[src/hw/platformer_pkg.sv]
package platformer_pkg;

    // screen coordinate widths
    localparam int X_W     = 10;
    localparam int Y_W     = 9;
    localparam int SCORE_W = 4;

    // sprite boxes in pixels
    localparam int PLAYER_W = 47;
    localparam int PLAYER_H = 33;
    localparam int BLOCK_W  = 25;
    localparam int BLOCK_H  = 42;
    localparam int FLAKE_W  = 24;
    localparam int FLAKE_H  = 26;

    // player bottom rests on the floor top at 400
    localparam logic [X_W-1:0] SPAWN_X = X_W'(0);
    localparam logic [Y_W-1:0] SPAWN_Y = Y_W'(367);

    // floor, then left platform, then right platform
    localparam int BLOCK_NUM = 36;
    localparam logic [X_W-1:0] BLOCK_X [BLOCK_NUM] = '{
        0, 25, 50, 75, 100, 125, 150, 175, 200, 225, 250,
        275, 300, 325, 350, 375, 400, 425, 450, 475, 500, 525,
        100, 125, 150, 175, 200, 225, 250,
        300, 325, 350, 375, 400, 425, 450
    };
    localparam logic [Y_W-1:0] BLOCK_Y [BLOCK_NUM] = '{
        400, 400, 400, 400, 400, 400, 400, 400, 400, 400, 400,
        400, 400, 400, 400, 400, 400, 400, 400, 400, 400, 400,
        310, 310, 310, 310, 310, 310, 310,
        310, 310, 310, 310, 310, 310, 310
    };

    // four on the floor, two above the platforms
    localparam int FLAKE_NUM = 6;
    localparam logic [X_W-1:0] FLAKE_X [FLAKE_NUM] = '{144, 184, 224, 264, 150, 350};
    localparam logic [Y_W-1:0] FLAKE_Y [FLAKE_NUM] = '{370, 370, 370, 370, 250, 250};

    // vertical speed profile, in ticks per pixel
    localparam int PERIOD_W = 8;
    localparam int STEP_W   = 5;
    localparam logic [PERIOD_W-1:0] JUMP_START_PERIOD = PERIOD_W'(25);
    localparam logic [PERIOD_W-1:0] JUMP_END_PERIOD   = PERIOD_W'(50);
    localparam logic [PERIOD_W-1:0] FALL_START_PERIOD = PERIOD_W'(50);
    localparam logic [PERIOD_W-1:0] FALL_MIN_PERIOD   = PERIOD_W'(20);
    localparam logic [PERIOD_W-1:0] PERIOD_STEP       = PERIOD_W'(5);
    localparam logic [STEP_W-1:0]   PIXELS_PER_STEP   = STEP_W'(24);

    // keyboard set 2 make codes
    localparam logic [7:0] KEY_W = 8'h1D;
    localparam logic [7:0] KEY_A = 8'h1C;
    localparam logic [7:0] KEY_D = 8'h23;
    localparam logic [7:0] KEY_R = 8'h2D;

    typedef enum logic [2:0] {
        CMD_NONE,
        CMD_JUMP,
        CMD_LEFT,
        CMD_RIGHT,
        CMD_RESPAWN
    } key_e;

    typedef enum logic [1:0] {
        AIR_GROUNDED,
        AIR_RISING,
        AIR_FALLING
    } air_e;

endpackage

[src/hw/key_decoder.sv]
`timescale 1ns/1ps

module key_decoder (
    input  logic       clk,
    input  logic       rst_i,
    input  logic       scan_valid_i,
    input  logic [7:0] scan_code_i,
    input  logic       scan_break_i,
    input  logic       respawn_done_i,
    output logic       scan_ready_o,
    output logic       hold_jump_o,
    output logic       hold_left_o,
    output logic       hold_right_o,
    output logic       respawn_req_o
);

    platformer_pkg::key_e cmd;
    logic                 accept;

    // codes wait at the input while a respawn is pending
    assign scan_ready_o = !respawn_req_o;
    assign accept       = scan_valid_i && scan_ready_o;

    always_comb begin
        case (scan_code_i)
            platformer_pkg::KEY_W: cmd = platformer_pkg::CMD_JUMP;
            platformer_pkg::KEY_A: cmd = platformer_pkg::CMD_LEFT;
            platformer_pkg::KEY_D: cmd = platformer_pkg::CMD_RIGHT;
            platformer_pkg::KEY_R: cmd = platformer_pkg::CMD_RESPAWN;
            default:               cmd = platformer_pkg::CMD_NONE;
        endcase
    end

    always_ff @(posedge clk) begin
        if (rst_i) begin
            hold_jump_o   <= 1'b0;
            hold_left_o   <= 1'b0;
            hold_right_o  <= 1'b0;
            respawn_req_o <= 1'b0;
        end else if (accept) begin
            // make sets the held bit, break clears it
            case (cmd)
                platformer_pkg::CMD_JUMP:    hold_jump_o  <= !scan_break_i;
                platformer_pkg::CMD_LEFT:    hold_left_o  <= !scan_break_i;
                platformer_pkg::CMD_RIGHT:   hold_right_o <= !scan_break_i;
                platformer_pkg::CMD_RESPAWN: respawn_req_o <= !scan_break_i;
                default: ;
            endcase
        end else if (respawn_done_i) begin
            respawn_req_o <= 1'b0;
        end
    end

    // motion only serves a respawn that was asked for
    assert property (@(posedge clk) disable iff (rst_i)
        respawn_done_i |-> respawn_req_o);

endmodule

[src/hw/platformer_core.sv]
`timescale 1ns/1ps

module platformer_core #(
    parameter int TICK_DIV    = 100_000,
    parameter int WALK_PERIOD = 125
) (
    input  logic                               clk,
    input  logic                               rst_i,
    input  logic                               scan_valid_i,
    input  logic [7:0]                         scan_code_i,
    input  logic                               scan_break_i,
    output logic                               scan_ready_o,
    output logic [platformer_pkg::X_W-1:0]     pos_x_o,
    output logic [platformer_pkg::Y_W-1:0]     pos_y_o,
    output logic                               facing_right_o,
    output platformer_pkg::air_e               air_state_o,
    output logic [platformer_pkg::SCORE_W-1:0] score_o,
    output logic                               won_o
);

    logic hold_jump;
    logic hold_left;
    logic hold_right;
    logic respawn_req;
    logic respawn_done;
    logic hit_down;
    logic hit_up;
    logic hit_right;
    logic hit_left;

    key_decoder u_keys (
        .clk            (clk),
        .rst_i          (rst_i),
        .scan_valid_i   (scan_valid_i),
        .scan_code_i    (scan_code_i),
        .scan_break_i   (scan_break_i),
        .respawn_done_i (respawn_done),
        .scan_ready_o   (scan_ready_o),
        .hold_jump_o    (hold_jump),
        .hold_left_o    (hold_left),
        .hold_right_o   (hold_right),
        .respawn_req_o  (respawn_req)
    );

    terrain_collision u_terrain (
        .clk         (clk),
        .rst_i       (rst_i),
        .pos_x_i     (pos_x_o),
        .pos_y_i     (pos_y_o),
        .hit_down_o  (hit_down),
        .hit_up_o    (hit_up),
        .hit_right_o (hit_right),
        .hit_left_o  (hit_left)
    );

    player_motion #(
        .TICK_DIV    (TICK_DIV),
        .WALK_PERIOD (WALK_PERIOD)
    ) u_motion (
        .clk            (clk),
        .rst_i          (rst_i),
        .hold_jump_i    (hold_jump),
        .hold_left_i    (hold_left),
        .hold_right_i   (hold_right),
        .respawn_req_i  (respawn_req),
        .hit_down_i     (hit_down),
        .hit_up_i       (hit_up),
        .hit_right_i    (hit_right),
        .hit_left_i     (hit_left),
        .pos_x_o        (pos_x_o),
        .pos_y_o        (pos_y_o),
        .facing_right_o (facing_right_o),
        .air_state_o    (air_state_o),
        .respawn_done_o (respawn_done)
    );

    snowflake_tracker u_flakes (
        .clk     (clk),
        .rst_i   (rst_i),
        .pos_x_i (pos_x_o),
        .pos_y_i (pos_y_o),
        .score_o (score_o),
        .won_o   (won_o)
    );

endmodule

[src/hw/player_motion.sv]
`timescale 1ns/1ps

module player_motion #(
    parameter int TICK_DIV    = 100_000,
    parameter int WALK_PERIOD = 125
) (
    input  logic                           clk,
    input  logic                           rst_i,
    input  logic                           hold_jump_i,
    input  logic                           hold_left_i,
    input  logic                           hold_right_i,
    input  logic                           respawn_req_i,
    input  logic                           hit_down_i,
    input  logic                           hit_up_i,
    input  logic                           hit_right_i,
    input  logic                           hit_left_i,
    output logic [platformer_pkg::X_W-1:0] pos_x_o,
    output logic [platformer_pkg::Y_W-1:0] pos_y_o,
    output logic                           facing_right_o,
    output platformer_pkg::air_e           air_state_o,
    output logic                           respawn_done_o
);

    localparam int TICK_W = $clog2(TICK_DIV + 1);
    localparam int WALK_W = $clog2(WALK_PERIOD + 1);
    localparam int PER_W  = platformer_pkg::PERIOD_W;

    logic [TICK_W-1:0]                 tick_cnt;
    logic                              tick;
    logic [WALK_W-1:0]                 walk_cnt;
    logic                              walk_left;
    logic                              walk_right;
    logic [PER_W-1:0]                  period;
    logic [PER_W-1:0]                  air_cnt;
    logic [platformer_pkg::STEP_W-1:0] step_pix;
    logic                              px_due;
    logic                              step_due;

    // one game tick every TICK_DIV clocks
    always_ff @(posedge clk) begin
        if (rst_i || tick) begin
            tick_cnt <= '0;
        end else begin
            tick_cnt <= tick_cnt + 1'b1;
        end
    end

    assign tick           = (tick_cnt == TICK_W'(TICK_DIV - 1));
    assign respawn_done_o = tick && respawn_req_i;

    // right wins when both are held
    assign walk_left  = hold_left_i && !hold_right_i && !hit_left_i;
    assign walk_right = hold_right_i && !hit_right_i;

    always_ff @(posedge clk) begin
        if (rst_i) begin
            pos_x_o        <= platformer_pkg::SPAWN_X;
            facing_right_o <= 1'b1;
            walk_cnt       <= '0;
        end else if (respawn_done_o) begin
            pos_x_o  <= platformer_pkg::SPAWN_X;
            walk_cnt <= '0;
        end else if (tick) begin
            if (walk_left || walk_right) begin
                facing_right_o <= walk_right;
                if (walk_cnt == WALK_W'(WALK_PERIOD - 1)) begin
                    walk_cnt <= '0;
                    pos_x_o  <= walk_right ? pos_x_o + 1'b1 : pos_x_o - 1'b1;
                end else begin
                    walk_cnt <= walk_cnt + 1'b1;
                end
            end else begin
                walk_cnt <= '0;
            end
        end
    end

    // pixel due this tick, and the speed changes after every 24th pixel
    assign px_due   = (air_cnt == period - 1'b1);
    assign step_due = px_due && (step_pix == platformer_pkg::PIXELS_PER_STEP - 1'b1);

    always_ff @(posedge clk) begin
        if (rst_i || respawn_done_o) begin
            pos_y_o     <= platformer_pkg::SPAWN_Y;
            air_state_o <= platformer_pkg::AIR_GROUNDED;
            period      <= platformer_pkg::FALL_START_PERIOD;
            air_cnt     <= '0;
            step_pix    <= '0;
        end else if (tick) begin
            case (air_state_o)
                platformer_pkg::AIR_GROUNDED: begin
                    air_cnt  <= '0;
                    step_pix <= '0;
                    if (hold_jump_i && hit_down_i) begin
                        air_state_o <= platformer_pkg::AIR_RISING;
                        period      <= platformer_pkg::JUMP_START_PERIOD;
                    end else if (!hit_down_i) begin
                        // walked off an edge
                        air_state_o <= platformer_pkg::AIR_FALLING;
                        period      <= platformer_pkg::FALL_START_PERIOD;
                    end
                end
                platformer_pkg::AIR_RISING: begin
                    if (hit_up_i || period >= platformer_pkg::JUMP_END_PERIOD) begin
                        air_state_o <= platformer_pkg::AIR_FALLING;
                        period      <= platformer_pkg::FALL_START_PERIOD;
                        air_cnt     <= '0;
                        step_pix    <= '0;
                    end else if (px_due) begin
                        air_cnt  <= '0;
                        pos_y_o  <= pos_y_o - 1'b1;
                        step_pix <= step_due ? '0 : step_pix + 1'b1;
                        if (step_due) begin
                            period <= period + platformer_pkg::PERIOD_STEP;
                        end
                    end else begin
                        air_cnt <= air_cnt + 1'b1;
                    end
                end
                default: begin
                    if (hit_down_i) begin
                        air_state_o <= platformer_pkg::AIR_GROUNDED;
                    end else if (px_due) begin
                        air_cnt  <= '0;
                        pos_y_o  <= pos_y_o + 1'b1;
                        step_pix <= step_due ? '0 : step_pix + 1'b1;
                        // speeds up down to the terminal period
                        if (step_due && period > platformer_pkg::FALL_MIN_PERIOD) begin
                            period <= period - platformer_pkg::PERIOD_STEP;
                        end
                    end else begin
                        air_cnt <= air_cnt + 1'b1;
                    end
                end
            endcase
        end
    end

    // a respawn is the only jump larger than one pixel
    assert property (@(posedge clk) disable iff (rst_i)
        !respawn_done_o |=>
            (pos_x_o == $past(pos_x_o) || pos_x_o == $past(pos_x_o) + 1'b1 ||
             pos_x_o == $past(pos_x_o) - 1'b1) &&
            (pos_y_o == $past(pos_y_o) || pos_y_o == $past(pos_y_o) + 1'b1 ||
             pos_y_o == $past(pos_y_o) - 1'b1));

endmodule

[src/hw/snowflake_tracker.sv]
`timescale 1ns/1ps

module snowflake_tracker (
    input  logic                               clk,
    input  logic                               rst_i,
    input  logic [platformer_pkg::X_W-1:0]     pos_x_i,
    input  logic [platformer_pkg::Y_W-1:0]     pos_y_i,
    output logic [platformer_pkg::SCORE_W-1:0] score_o,
    output logic                               won_o
);

    localparam int FN = platformer_pkg::FLAKE_NUM;
    localparam int PW = platformer_pkg::PLAYER_W;
    localparam int PH = platformer_pkg::PLAYER_H;
    localparam int FW = platformer_pkg::FLAKE_W;
    localparam int FH = platformer_pkg::FLAKE_H;

    logic [FN-1:0] collected;
    logic [FN-1:0] overlap;
    logic [FN-1:0] pending;
    logic [FN-1:0] pick;

    always_comb begin
        int px;
        int py;
        int fx;
        int fy;
        px = int'(pos_x_i);
        py = int'(pos_y_i);
        for (int i = 0; i < FN; i++) begin
            fx         = int'(platformer_pkg::FLAKE_X[i]);
            fy         = int'(platformer_pkg::FLAKE_Y[i]);
            overlap[i] = (px < fx + FW) && (fx < px + PW) && (py < fy + FH) && (fy < py + PH);
        end
    end

    assign pending = overlap & ~collected;
    // lowest index first, the rest are taken on later cycles
    assign pick    = pending & (~pending + 1'b1);

    always_ff @(posedge clk) begin
        if (rst_i) begin
            collected <= '0;
            score_o   <= '0;
        end else if (|pending) begin
            collected <= collected | pick;
            score_o   <= score_o + 1'b1;
        end
    end

    assign won_o = &collected;

    assert property (@(posedge clk) disable iff (rst_i)
        score_o <= FN);

endmodule

[src/hw/terrain_collision.sv]
`timescale 1ns/1ps

module terrain_collision (
    input  logic                           clk,
    input  logic                           rst_i,
    input  logic [platformer_pkg::X_W-1:0] pos_x_i,
    input  logic [platformer_pkg::Y_W-1:0] pos_y_i,
    output logic                           hit_down_o,
    output logic                           hit_up_o,
    output logic                           hit_right_o,
    output logic                           hit_left_o
);

    localparam int PW = platformer_pkg::PLAYER_W;
    localparam int PH = platformer_pkg::PLAYER_H;
    localparam int BW = platformer_pkg::BLOCK_W;
    localparam int BH = platformer_pkg::BLOCK_H;

    logic down_any;
    logic up_any;
    logic right_any;
    logic left_any;

    always_comb begin
        int   px;
        int   py;
        int   bx;
        int   by;
        logic h_ovl;
        logic v_ovl;
        px        = int'(pos_x_i);
        py        = int'(pos_y_i);
        down_any  = 1'b0;
        up_any    = 1'b0;
        right_any = 1'b0;
        left_any  = 1'b0;
        for (int i = 0; i < platformer_pkg::BLOCK_NUM; i++) begin
            bx    = int'(platformer_pkg::BLOCK_X[i]);
            by    = int'(platformer_pkg::BLOCK_Y[i]);
            h_ovl = (px < bx + BW) && (bx < px + PW);
            v_ovl = (py < by + BH) && (by < py + PH);
            // edges touching, boxes never overlap
            if (h_ovl && (py + PH == by)) begin
                down_any = 1'b1;
            end
            if (h_ovl && (py == by + BH)) begin
                up_any = 1'b1;
            end
            if (v_ovl && (px + PW == bx)) begin
                right_any = 1'b1;
            end
            if (v_ovl && (bx + BW == px)) begin
                left_any = 1'b1;
            end
        end
    end

    always_ff @(posedge clk) begin
        if (rst_i) begin
            hit_down_o  <= 1'b0;
            hit_up_o    <= 1'b0;
            hit_right_o <= 1'b0;
            hit_left_o  <= 1'b0;
        end else begin
            hit_down_o  <= down_any;
            hit_up_o    <= up_any;
            hit_right_o <= right_any;
            hit_left_o  <= left_any;
        end
    end

endmodule

[config.mk]
export PLATFORM = sky130hd
export DESIGN_NAME = platformer_core
export DESIGN_NICKNAME = d
export VERILOG_FILES = /design/src/hw/platformer_pkg.sv /design/src/hw/key_decoder.sv /design/src/hw/platformer_core.sv /design/src/hw/player_motion.sv /design/src/hw/snowflake_tracker.sv /design/src/hw/terrain_collision.sv
export SDC_FILE = /design/constraint.sdc
export NUM_CORES = 1
export LEC_CHECK = 0
export BUFFER_PORTS_ARGS = -buffer_cell sky130_fd_sc_hd__clkbuf_2
export CAP_MARGIN = 20
export CORE_UTILIZATION = 34
export CTS_CLUSTER_DIAMETER = 200
export DETAILED_ROUTE_END_ITERATION = 12
export PLACE_DENSITY = 0.57
export RECOVER_POWER = 25
export SLEW_MARGIN = 20
export SYNTH_ARGS = -nofsm -noshare
export SYNTH_HDL_FRONTEND = slang
export SYNTH_HIERARCHICAL = 1
export SYNTH_SLANG_ARGS = --single-unit
[constraint.sdc]
create_clock -name clk -period 9.8 [get_ports clk]
set_input_delay 0.49 -clock clk [delete_from_list [all_inputs] [get_ports clk]]
set_output_delay 0.49 -clock clk [all_outputs]
set_load 0.03 [all_outputs]
==> flow_summary.json <==
{
  "status": "complete, but fails checks",
  "violations": "max-capacitance violations, max-slew violations",
  "final_antenna_net_count": 0,
  "maxCapViolations": 6,
  "final_hold_viol_count": 0,
  "drv_slew": 259,
  "clk_pin_slew_ns": 0.07,
  "io-pin-count": 40,
  "wire_per_inst_microns": 18.6,
  "regToRegSetupSlack_ns": 4.86,
  "tightest_slew_ns": 2.42,
  "finalPower_mw": 0.730,
  "post_cts_buffers": 0,
  "timing.setup.tns_ns": 0,
  "yosys_register_bits": 85,
  "design.core.area_sq_mm": 0.0254,
  "cts-root-buf": "clkbuf_16",
  "yosysMostFrequentCell": "nor2_1",
  "start_util_pct": 35.0,
  "grtUsageTotal_pct": 21.1,
  "cts_num_sinks": 85,
  "power.density_mw_per_mm2": 76.9,
  "io_buffers": 39,
  "via_count": 9473,
  "synthFlopType": "dfxtp_1",
  "ctsHoldBuffers": 0,
  "p_leak_nw": 3.27,
  "cts_tree": "done",
  "drt_pass1_iterations": 5,
  "synth_area_leaders": "dfxtp_1 (19%), ha_1 (5.8%), nor2_1 (4.9%), a21oi_1 (4.2%), nand2_1 (3.8%)",
  "synth_commonest_cells": "nor2_1 (116), nand2_1 (91), dfxtp_1 (85), a21oi_1 (75), o21ai_0 (68)",
  "numCtsBuffers": 9,
  "drtIter0Drc": 1235,
  "die_area_sq_mm": 0.0268,
  "synthArstFlopShare_pct": 0,
  "area_growth_pct": 6.87,
  "nets": 1249,
  "crit_type": "reg -> reg",
  "cp_max_fo": 53,
  "start_kind": "register",
  "yosysWarningCount": 6,
  "die_y_microns": 164,
  "hp-class": "in -> reg",
  "endpoint_kind": "register",
  "setup_viol": 0,
  "ys_seq_area_share_pct": 19.1,
  "synth_nets": 1264,
  "rows": 58,
  "synth_top_area_share_pct": 19.1,
  "insertion_delay_ns": 0.35,
  "stdcell_count": 1529,
  "hpwlAfterDp_microns": 19800,
  "cts_buffer_depth": 2,
  "fin_crit_ns": 4.94,
  "dp_cells": 1513,
  "grt_max_degree": 60,
  "drcViolationCount": 0,
  "synth.largest_area_cell": "dfxtp_1",
  "final_layout_size_suffix_gt1_share_pct": 8.59,
  "finalWirelength_microns": 28500,
  "n_antenna_cell": 0,
  "grt_pass1_vias": 8398,
  "grt_antenna_before_repair": 0,
  "fmaxAchievable_mhz": 202,
  "syn_avg_cell_area_sq_um": 7.35,
  "finalClockSkew_ns": 0.0138,
  "place_congestion": 0.959,
  "die_w_microns": 164,
  "ctsHtreeMaxLevel": 3,
  "period_share_pct": 50.4,
  "crit_required_ns": 10.04,
  "synth_area_sq_mm": 0.00889,
  "rsz0062_at_grt": "no",
  "post_cts_resized": 0,
  "grt_pass1_wl_microns": 45500,
  "synth_edf_count": 0,
  "via_per_inst": 6.20,
  "slew_headroom_pct": -61.3,
  "arrival_ns": 5.18,
  "peakVddDrop_v": 0.0000608,
  "synth_cell_types": 103,
  "grt_overflow": 0,
  "syn_inst": 1209
}
cell type report:
class,count,area (sq um)
inverter,40,150
timing repair buffer,51,235
multi-input combinational,1007,6690
sequential,85,1710
clock inverter,7,80.1
clock buffer,9,225
fill,2688,15900
tap,330,413
through the flow:
stage               setup WS [ns]  area [sq um]  hold slack [ns]  util, %
global placement             6.14          9260            0.442     36.4
CTS                          6.07          9560            0.395     37.6
floorplan                    6.30          8890            0.426        -
detailed placement           6.09          9260            0.451     36.4
finish                       4.86          9500            0.406     37.4
global route                 4.41          9500            0.423     37.4
cells by family (layout without fill, tap and decap cells):
| logic type | after synthesis | count (layout) | synth area share, % |
|---|---|---|---|
| AO/OA/AOI/OAI | 377 | 377 | 29.9 |
| XOR/XNOR | 59 | 59 | 5.81 |
| adder cells (fa/ha/maj) | 43 | 43 | 6.22 |
| buffers and inverters | 117 | 107 | 5.52 |
| flip-flops | 85 | 85 | 19.1 |
| multiplexers | 17 | 17 | 2.11 |
| AND/OR/NAND/NOR | 511 | 511 | 31.3 |
worst max-delay path: stages, from the launching register on:
cell and delay [ns]:
dfxtp_1 0.31, clkbuf_1 1.59, nand2b_1 0.59, o41ai_2 0.66
nand3_1 0.26, nor2_1 0.42, a211oi_1 0.10, nor4_1 0.51
a31oi_1 0.15, o22a_1 0.24
flip-flops by register name (all words and copies together), names as in the netlist:
name / count
u_motion/tick_cnt: 17
u_motion/pos_x_o: 10
u_motion/pos_y_o: 9
u_motion/air_cnt: 8
u_motion/period: 8
u_motion/walk_cnt: 7
u_flakes/collected: 6
u_motion/step_pix: 5
u_flakes/score_o: 4
u_motion/air_state_o: 2
u_keys/hold_jump_o: 1
u_keys/hold_left_o: 1
u_keys/hold_right_o: 1
u_keys/respawn_req_o: 1
u_motion/facing_right_o: 1
u_terrain/hit_down_o: 1
u_terrain/hit_left_o: 1
u_terrain/hit_right_o: 1
u_terrain/hit_up_o: 1
placed cells by master (no fill, tap or decap), types with 6 or more instances in the layout:
| cell | synthesis | final |
|---|---|---|
| nor2_1 | 116 | 116 |
| nand2_1 | 91 | 91 |
| dfxtp_1 | 85 | 82 |
| a21oi_1 | 75 | 75 |
| o21ai_0 | 68 | 68 |
| nand3_1 | 49 | 49 |
| ha_1 | 41 | 41 |
| nor3_1 | 40 | 40 |
| inv_1 | 39 | 39 |
| xnor2_1 | 32 | 32 |
| o211ai_1 | 27 | 27 |
| a31oi_1 | 27 | 27 |
| xor2_1 | 27 | 27 |
| clkbuf_1 | 56 | 24 |
| clkbuf_2 | 0 | 23 |
| nor2b_1 | 20 | 20 |
| nand2b_1 | 20 | 20 |
| nand4_1 | 18 | 18 |
| nor4_1 | 18 | 17 |
| and2_1 | 16 | 16 |
| or2_2 | 15 | 15 |
| or3_1 | 14 | 14 |
| and3_1 | 14 | 14 |
| a21o_1 | 14 | 14 |
| o31ai_1 | 13 | 13 |
| nand3b_1 | 12 | 12 |
| or4_1 | 12 | 12 |
| o2111ai_1 | 12 | 12 |
| mux2i_1 | 12 | 12 |
| a211oi_1 | 11 | 11 |
| o22ai_1 | 10 | 10 |
| clkbuf_16 | 0 | 9 |
| nor3b_1 | 9 | 9 |
| a2111oi_0 | 9 | 9 |
| nand4b_1 | 8 | 8 |
| o21a_1 | 8 | 8 |
| nor4b_1 | 4 | 6 |
| o311ai_0 | 6 | 6 |
report_power, final:
part / internal (mW) / switching (mW)
Combinational: 0.00516 / 0.0117
Clock: 0.202 / 0.163
Sequential: 0.346 / 0.00143
worst paths after layout:
path,start,to,depth (start not counted)
min,scan_break_i,u_keys/hold_right_o,2
max,u_motion/pos_x_o[4],u_terrain/hit_down_o,9
max reg2reg,u_motion/pos_x_o[4],u_terrain/hit_down_o,9
min reg2reg,u_motion/tick_cnt[0],u_motion/tick_cnt[0],1
metal layers:
metal | vias up | GRT usage [%] | wire length [microns]
met5 | - | 0 | 0
met1 | 4442 | 29.1 | 13000
li1 | 4557 | - | -
met3 | 82 | 3.12 | 1890
met4 | 0 | 8.04 | 990
met2 | 392 | 32.8 | 12600
Note: power is estimated with default switching activity, not from simulation.
